## src/design/warp_fpu_pkg.sv

```systemverilog
// ##########################################################
// Shared widths, operation codes and payload structs for
// the warp-wide floating point unit
// ##########################################################

`default_nettype none

package warp_fpu_pkg;

    // ##########################################################
    // Widths
    // ##########################################################

    // Threads per warp
    parameter int unsigned WarpWidth = 4;
    // Bits per lane word
    parameter int unsigned RegWidth = 32;
    parameter int unsigned TagWidth = 5;
    parameter int unsigned RegIdxWidth = 8;
    // Up to 8 completion stations
    parameter int unsigned StationIdxWidth = 3;

    // ##########################################################
    // Types
    // ##########################################################

    typedef logic [RegWidth-1:0] lane_word_t;
    typedef lane_word_t [WarpWidth-1:0] warp_data_t;
    typedef logic [WarpWidth-1:0] act_mask_t;
    typedef logic [StationIdxWidth-1:0] station_idx_t;

    // Code 2'b11 is illegal
    typedef enum logic [1:0] {
        FPU_MUL       = 2'd0,
        FPU_INT_TO_FP = 2'd1,
        FPU_FP_TO_INT = 2'd2
    } fpu_op_e;

    // Instruction from the operand collector
    typedef struct packed {
        logic [TagWidth-1:0]    tag;
        logic [RegIdxWidth-1:0] dst;
        act_mask_t              act_mask;
        fpu_op_e                op;
        warp_data_t             operand_a;
        warp_data_t             operand_b;
    } issue_req_t;

    // Latency pipe payload, result tagged with its station
    typedef struct packed {
        station_idx_t station;
        warp_data_t   data;
    } lane_result_t;

    // Result handed to the result collector
    typedef struct packed {
        logic [TagWidth-1:0]    tag;
        logic [RegIdxWidth-1:0] dst;
        act_mask_t              act_mask;
        warp_data_t             data;
    } fpu_result_t;

endpackage

`default_nettype wire

```

## src/design/fpu_station_table.sv

```systemverilog
// ##########################################################
// Completion stations: out of order write-back and
// round-robin hand-off to the result collector
// ##########################################################

`timescale 1ns/10ps
`default_nettype none

module fpu_station_table #(
    parameter int unsigned NumStations = 5
) (
    input  logic                       clk_i,
    input  logic                       rst_i,

    // Allocation from issue
    input  logic                       alloc_valid_i,
    input  warp_fpu_pkg::station_idx_t alloc_station_i,
    input  warp_fpu_pkg::fpu_result_t  alloc_meta_i,

    // Write-back from the latency pipes
    input  logic                       wr_mul_valid_i,
    input  warp_fpu_pkg::lane_result_t wr_mul_data_i,
    input  logic                       wr_i2f_valid_i,
    input  warp_fpu_pkg::lane_result_t wr_i2f_data_i,
    input  logic                       wr_f2i_valid_i,
    input  warp_fpu_pkg::lane_result_t wr_f2i_data_i,

    output logic [NumStations-1:0]     station_free_o,

    // Result collector side
    output logic                       res_valid_o,
    output warp_fpu_pkg::fpu_result_t  res_o,
    input  logic                       res_ready_i
);
    import warp_fpu_pkg::*;

    fpu_result_t            entry_q [NumStations];
    logic [NumStations-1:0] occ_q;
    logic [NumStations-1:0] done_q;
    logic [NumStations-1:0] ready_vec;
    station_idx_t           rr_q;
    station_idx_t           held_q;
    station_idx_t           pick;
    station_idx_t           grant;
    station_idx_t           rr_next;
    logic                   lock_q;
    logic                   found;
    logic                   xfer;

    // ##########################################################
    // Station storage
    // ##########################################################

    // Metadata at allocation, data at write-back
    always_ff @(posedge clk_i) begin
        if (alloc_valid_i) begin
            entry_q[alloc_station_i] <= alloc_meta_i;
        end
        if (wr_mul_valid_i) begin
            entry_q[wr_mul_data_i.station].data <= wr_mul_data_i.data;
        end
        if (wr_i2f_valid_i) begin
            entry_q[wr_i2f_data_i.station].data <= wr_i2f_data_i.data;
        end
        if (wr_f2i_valid_i) begin
            entry_q[wr_f2i_data_i.station].data <= wr_f2i_data_i.data;
        end
    end

    always_ff @(posedge clk_i) begin
        if (rst_i) begin
            occ_q  <= '0;
            done_q <= '0;
            rr_q   <= '0;
            held_q <= '0;
            lock_q <= 1'b0;
        end else begin
            if (alloc_valid_i) begin
                occ_q[alloc_station_i]  <= 1'b1;
                done_q[alloc_station_i] <= 1'b0;
            end
            // Finished, offered from next cycle
            if (wr_mul_valid_i) begin
                done_q[wr_mul_data_i.station] <= 1'b1;
            end
            if (wr_i2f_valid_i) begin
                done_q[wr_i2f_data_i.station] <= 1'b1;
            end
            if (wr_f2i_valid_i) begin
                done_q[wr_f2i_data_i.station] <= 1'b1;
            end
            // Transfer frees the station, pointer moves past it
            if (xfer) begin
                occ_q[grant]  <= 1'b0;
                done_q[grant] <= 1'b0;
                rr_q          <= rr_next;
            end
            // Hold the choice while the collector stalls
            lock_q <= res_valid_o && !res_ready_i;
            held_q <= grant;
        end
    end

    assign station_free_o = ~occ_q;

    // ##########################################################
    // Round-robin output choice
    // ##########################################################

    assign ready_vec = occ_q & done_q;

    // First ready station at or after the pointer
    always_comb begin
        int unsigned cand;
        found = 1'b0;
        pick  = rr_q;
        for (int unsigned off = 0; off < NumStations; off++) begin
            cand = (int'(rr_q) + off) % NumStations;
            if (!found && ready_vec[cand]) begin
                found = 1'b1;
                pick  = station_idx_t'(cand);
            end
        end
    end

    assign grant       = lock_q ? held_q : pick;
    assign rr_next     = (grant == station_idx_t'(NumStations - 1)) ? '0 : grant + 1'b1;
    assign res_valid_o = lock_q || found;
    assign res_o       = entry_q[grant];
    assign xfer        = res_valid_o && res_ready_i;

    // ##########################################################
    // Assertions
    // ##########################################################

    assert property (@(posedge clk_i)
        (NumStations >= 2) && (NumStations <= 2 ** StationIdxWidth))
        else $error("NumStations %0d out of range", NumStations);

    // Writes land only in reserved stations
    assert property (@(posedge clk_i) disable iff (rst_i)
        (!wr_mul_valid_i || occ_q[wr_mul_data_i.station]) &&
        (!wr_i2f_valid_i || occ_q[wr_i2f_data_i.station]) &&
        (!wr_f2i_valid_i || occ_q[wr_f2i_data_i.station]))
        else $error("Write-back to unoccupied station");

    assert property (@(posedge clk_i) disable iff (rst_i)
        alloc_valid_i |-> !occ_q[alloc_station_i])
        else $error("Allocation of occupied station %0d", alloc_station_i);

    // Offered result holds until taken
    assert property (@(posedge clk_i) disable iff (rst_i)
        (res_valid_o && !res_ready_i) |=> (res_valid_o && $stable(res_o)))
        else $error("Result changed under back-pressure");

endmodule

`default_nettype wire

```

## config.mk

```make
export PLATFORM = sky130hd
export DESIGN_NAME = fpu_station_table
export DESIGN_NICKNAME = d
export VERILOG_FILES = /design/src/design/warp_fpu_pkg.sv /design/src/design/fpu_station_table.sv
export SDC_FILE = /design/constraint.sdc
export NUM_CORES = 2
export LEC_CHECK = 0
export BUFFER_PORTS_ARGS = -buffer_cell sky130_fd_sc_hd__buf_4
export CORE_ASPECT_RATIO = 0.6
export CORE_MARGIN = 10
export CORE_UTILIZATION = 35
export CTS_CLUSTER_SIZE = 25
export DETAILED_ROUTE_END_ITERATION = 16
export PLACE_DENSITY = 0.59
export SETUP_SLACK_MARGIN = 0.05
export SKIP_CTS_REPAIR_TIMING = 1
export SLEW_MARGIN = 20
export SYNTH_ARGS = -nofsm -noshare
export SYNTH_HDL_FRONTEND = slang
export SYNTH_SLANG_ARGS = --single-unit
```

## constraint.sdc

```tcl
create_clock -name clk_i -period 14.5 [get_ports clk_i]
set_clock_uncertainty 0.05 [all_clocks]
set_input_delay 0.725 -clock clk_i [delete_from_list [all_inputs] [get_ports clk_i]]
set_output_delay 0.725 -clock clk_i [all_outputs]
set_load 0.01 [all_outputs]
```

# ---- Yosys cells after proc, flatten, opt, wreduce, memory -nomap -nowiden
# Memory sizes are Yosys's and may differ from the RTL's.
# Cells that the tools add are included.
dict set report word_totals {
  in_bits 548
  mem_bits_rw 725
  memories 1
  out_inout_bits 151
  regBits 17
}
dict set report classes {
  div_mod_pow 5
  n_reduce_logical 17
  bitwise_logic 11
  magnitude_cmp 15
  n_eq_ne 1
  add_sub_neg 5
  mux 52
}
# memory depth width rd rd_clocked_by_memory_dff write_ports line_no
set mem_list {}
lappend mem_list {entry_q 5 145 1 0 4 fpu_station_table.sv:37} ;# fpu_result_t entry_q [NumStations];
# op count
set op_table {}
lappend op_table {{32-bit by 4-bit < comparator with 1-bit output (second input constant)} 5}
lappend op_table {{32-bit by 3-bit modulo with 32-bit output (second input constant)} 4}
lappend op_table {{5-bit 2-to-1 mux} 12}
lappend op_table {{3-bit by 3-bit modulo with 32-bit output (second input constant)} 1}
lappend op_table {{1-bit 2-to-1 mux} 23}
lappend op_table {{3-bit 2-to-1 mux} 7}
lappend op_table {{5-bit bitwise AND} 4}
lappend op_table {{3-bit by 4-bit < comparator with 1-bit output (second input constant)} 5}
lappend op_table {{5-bit bitwise OR} 4}
lappend op_table {{1-bit binary-select mux with 3-bit select} 5}
lappend op_table {{1-bit demux with 3-bit select} 5}
lappend op_table {{3-bit by 1-bit greater-or-equal comparator with 1-bit output (second input constant)} 5}
lappend op_table {{5-bit inverter} 3}
lappend op_table {{1-bit logical AND} 11}
lappend op_table {{3-bit by 2-bit adder with 4-bit output (second input constant)} 2}
lappend op_table {{1-bit zero test} 5}
lappend op_table {{3-bit by 1-bit adder with 4-bit output (second input constant)} 1}
lappend op_table {{3-bit by 3-bit adder with 4-bit output (second input constant)} 1}
lappend op_table {{3-bit by 1-bit adder with 3-bit output (second input constant)} 1}
lappend op_table {{3-bit equality test (second input constant)} 1}
lappend op_table {{1-bit logical OR} 1}

# ---- Logic depth before layout (Yosys ltp)
dict set report logic_depth {
  depth_word 24
  ltp_mapped 26
  mapped_depth_nobuf 23
}

# ---- Worst setup path after synthesis
# Ideal clock, no wire load.
dict set report synth_timing {
  path_type {register -> output}
  startpoint {register rr_q[0]}
  endpoint {output res_o[100] in the netlist's numbering}
  path_stages_with_launch 25
  required_ps 13725
  path_slack_ps 8680
  arrival_ps 5045
  path_buffers 4
  path_cell_list {dfxtp_1 -> buf_2 -> clkinv_1 -> ha_1 -> buf_2 -> xnor2_1 -> inv_1 -> ha_1 -> nor2_1 -> a21oi_1 -> xnor2_1 -> inv_1 -> ha_1 -> a221oi_1 -> nor4_1 -> a211o_1 -> a2111oi_0 -> o211a_1 -> o21ai_2 -> inv_2 -> buf_2 -> clkbuf_1 -> nand2_1 -> nand4_1 -> o221a_1}
}
# item line_no
set synth_lines {}
lappend synth_lines {{from (decl)} fpu_station_table.sv:41} ;# station_idx_t rr_q;
lappend synth_lines {{from (signal assigned)} fpu_station_table.sv:96} ;# rr_q <= rr_next;
lappend synth_lines {{to (decl)} fpu_station_table.sv:32} ;# output warp_fpu_pkg::fpu_result_t res_o,

==> results.json <==
{
  "p_int_mw": 7.24,
  "postRouteAntennaNets": 0,
  "clkTransAtPathRegs_ns": 0.07,
  "final_core_util": 0.425,
  "ys_warn_count": 0,
  "synth-async-reset-ratio": 0,
  "io_buffers": 698,
  "tightest_slew_ns": 1.41,
  "synthDistinctLibCells": 74,
  "synth_compound_area_frac": 0.338,
  "rows": 101,
  "start_util": 0.354,
  "slew_viol_final": 0,
  "clock_path_buffers": 3,
  "critPathRequiredTime_ns": 13.73,
  "synth_top_area_frac": 0.485,
  "numCtsBuffers": 80,
  "via_count": 45000,
  "fp.dieH_um": 297,
  "antenna_found_initial": 36,
  "die_area_sq_um": 144000,
  "status": "complete, no violations",
  "grt_pass1_wl_mm": 308,
  "drive_gt1_frac": 0.191,
  "synth_top_family_by_area": "compound AO/OA/AOI/OAI gates",
  "grt_overflow": 0,
  "p_comb_frac": 0.658,
  "yosys-top-cells-area": "edfxtp_1 48%, a22oi_1 17%, o21ai_0 8.7%",
  "power_leakage_nw": 17.5,
  "p_switching_mw": 6.90,
  "peakVddDrop_mv": 0.396,
  "place_congestion": 0.906,
  "cts-htree-levels": 3,
  "area_delta_synth_final_pct": 20.1,
  "layout.nets": 5580,
  "crit_fanout": 163,
  "totalWireLength_mm": 214,
  "cts_sinks": 742,
  "clockPowerShare": 0.154,
  "synth_area_sq_um": 44900,
  "yosys.area_share.simple": 0.111,
  "fin_crit_sh": 0.694,
  "crit_type": "reg2out",
  "setup_slack_ns": 4.44,
  "start_kind": "flop",
  "post-route-min-period_ns": 10.06,
  "clkLatencyLatePin_ns": 0.69,
  "cts_tree": "built",
  "synthMuxAreaShare": 0.00365,
  "yosysSeqAreaShare": 0.492,
  "drc": 0,
  "core_region_area_sq_um": 127000,
  "max_slew_margin": 0.0578,
  "grt_usage": 0.281,
  "io_pins": 699,
  "synth_area_leader_cell": "edfxtp_1",
  "ys_ff_latch": 742,
  "fin_area_sq_um": 54000,
  "crit_path_end_kind": "primary output",
  "hold_viol": 0,
  "setup_viol": 0,
  "die_x_um": 482,
  "via_per_inst": 6.62,
  "sequentialPowerShare": 0.188,
  "setup_tns_ns": 0,
  "synth.avg_cell_area_sq_um": 9.66,
  "hp-class": "in2reg",
  "drtPass1Iterations": 9,
  "dp_slack_ns": 5.63,
  "yosys_most_used_dff": "edfxtp_1",
  "grt_pass1_vias": 43000,
  "power.total_mw": 14.1,
  "drt_iter0_drc": 7737,
  "placed_cell_area_sq_um": 51200,
  "synth-edff-count": 725,
  "arrival_ns": 9.29,
  "power.share.switching": 0.488,
  "root_buffer": "clkbuf_16",
  "fmax_ghz": 0.0994,
  "drv_cap": 0,
  "dpl.hpwl_mm": 120,
  "synthAdderAreaFrac": 0.00657,
  "synthXorXnorAreaFrac": 0.00170,
  "netlist_instances": 4651,
  "powerDensity_nw_per_um2": 262,
  "syn_nets": 5222,
  "drt-wirelength-per-cell_um": 31.4,
  "grt_start_max_net_pins": 166,
  "rsz0062_at_grt": "no"
}
[cells by family after synthesis]
logic type | count (synthesis)
AOI/OAI and AO/OA | 2161
xor gates and xnor gates | 7
adders and majority gates | 23
buffers and inverters | 533
DFF | 742
muxes | 13
and+or+nand+nor | 1172
[synthesized netlist by cell type (all sizes together), types with 8 or more instances]
| cell | count |
|---|---|
| nor3 | 30 |
| nand4 | 147 |
| nand2b | 12 |
| buf | 127 |
| o21ai | 783 |
| dfxtp | 17 |
| a2111oi | 8 |
| ha | 22 |
| clkbuf | 376 |
| nor2 | 38 |
| a21oi | 21 |
| a221o | 129 |
| inv | 29 |
| a22oi | 1024 |
| edfxtp | 725 |
| nand2 | 895 |
| o221a | 146 |
| a221oi | 12 |
[worst max-delay path: stages (launching register included)]
cell      delay (ns)
dfxtp_1         0.31
buf_4           0.32
clkinv_1        0.48
ha_1            0.51
xnor2_1         0.29
inv_1           0.15
ha_1            0.23
nor2_1          0.13
a21oi_1         0.10
xnor2_1         0.37
inv_1           0.13
ha_1            0.25
a221oi_1        0.62
nor4_1          0.16
a211o_1         0.34
a21o_1          0.18
a311o_1         0.35
o21ai_4         0.23
buf_4           0.63
buf_12          0.44
buf_4           0.93
nand2_1         0.13
nand4_1         0.14
o221a_1         0.30
buf_4           0.16
[worst paths after layout]
| kind | start | to | slack [ns] | cells after the start |
|---|---|---|---|---|
| worst min-delay path | res_ready_i | lock_q$_SDFF_PP0_ | 0.17 | 2 |
| worst min register to register | done_q[0]$_SDFF_PP0_ | done_q[0]$_SDFF_PP0_ | 0.43 | 2 |
| worst max register to register | rr_q[0]$_SDFFE_PP0P_ | rr_q[0]$_SDFFE_PP0P_ | 7.14 | 23 |
| worst max-delay path | rr_q[0]$_SDFFE_PP0P_ | res_o[57] | 4.44 | 24 |
[registers in the layout (all words and copies together) (netlist names)]
register / count
held_q: 3
occ_q: 5
entry_q: 725
lock_q: 1
done_q: 5
rr_q: 3
[power by group through the flow]
stage	registers, mW	logic, mW	clock network (mW)
2_1_floorplan	2.70	4.97	0
3_3_place_gp	2.71	9.19	0
3_5_place_dp	2.71	9.21	0
4_1_cts	2.66	9.25	2.20
5_1_grt	2.68	9.84	2.29
6_report	2.66	9.31	2.17
[through the flow]
step	instances	hold slack, ns
final	6800	0.174
after global routing	6800	0.123
after CTS	6771	0.108
after detailed placement	6626	0.417
after global placement	6626	0.410
after floorplan	4651	0.399
[layout make-up]
class | instances | area [sq um]
antenna | 29 | 72.6
clock buffer | 98 | 2090
clock inverter | 47 | 604
fill | 12200 | 73000
inverter | 30 | 125
multi-input combinational | 3376 | 20900
sequential | 742 | 22100
tap | 1699 | 2130
timing repair buffer | 779 | 5950
[per-layer routing]
metal,part of all wire,GRT usage,vias to the layer above
li1,-,-,19200
met1,0.39,0.386,21800
met2,0.45,0.430,3519
met3,0.12,0.0645,471
met4,0.033,0.106,16
met5,0.00053,0,-
[layout by cell type, fill, tap and decap left out, types with 29 or more instances in the layout]
| master | synthesis | layout |
|---|---|---|
| a221o_1 | 129 | 129 |
| a22oi_1 | 1024 | 1024 |
| buf_4 | 4 | 771 |
| clkbuf_16 | 0 | 80 |
| diode_2 | 0 | 29 |
| edfxtp_1 | 725 | 725 |
| nand2_1 | 894 | 889 |
| nand4_1 | 147 | 147 |
| nor2_1 | 38 | 32 |
| o21ai_0 | 781 | 781 |
| o221a_1 | 123 | 123 |
No activity file was read; power rests on OpenSTA's default activity.
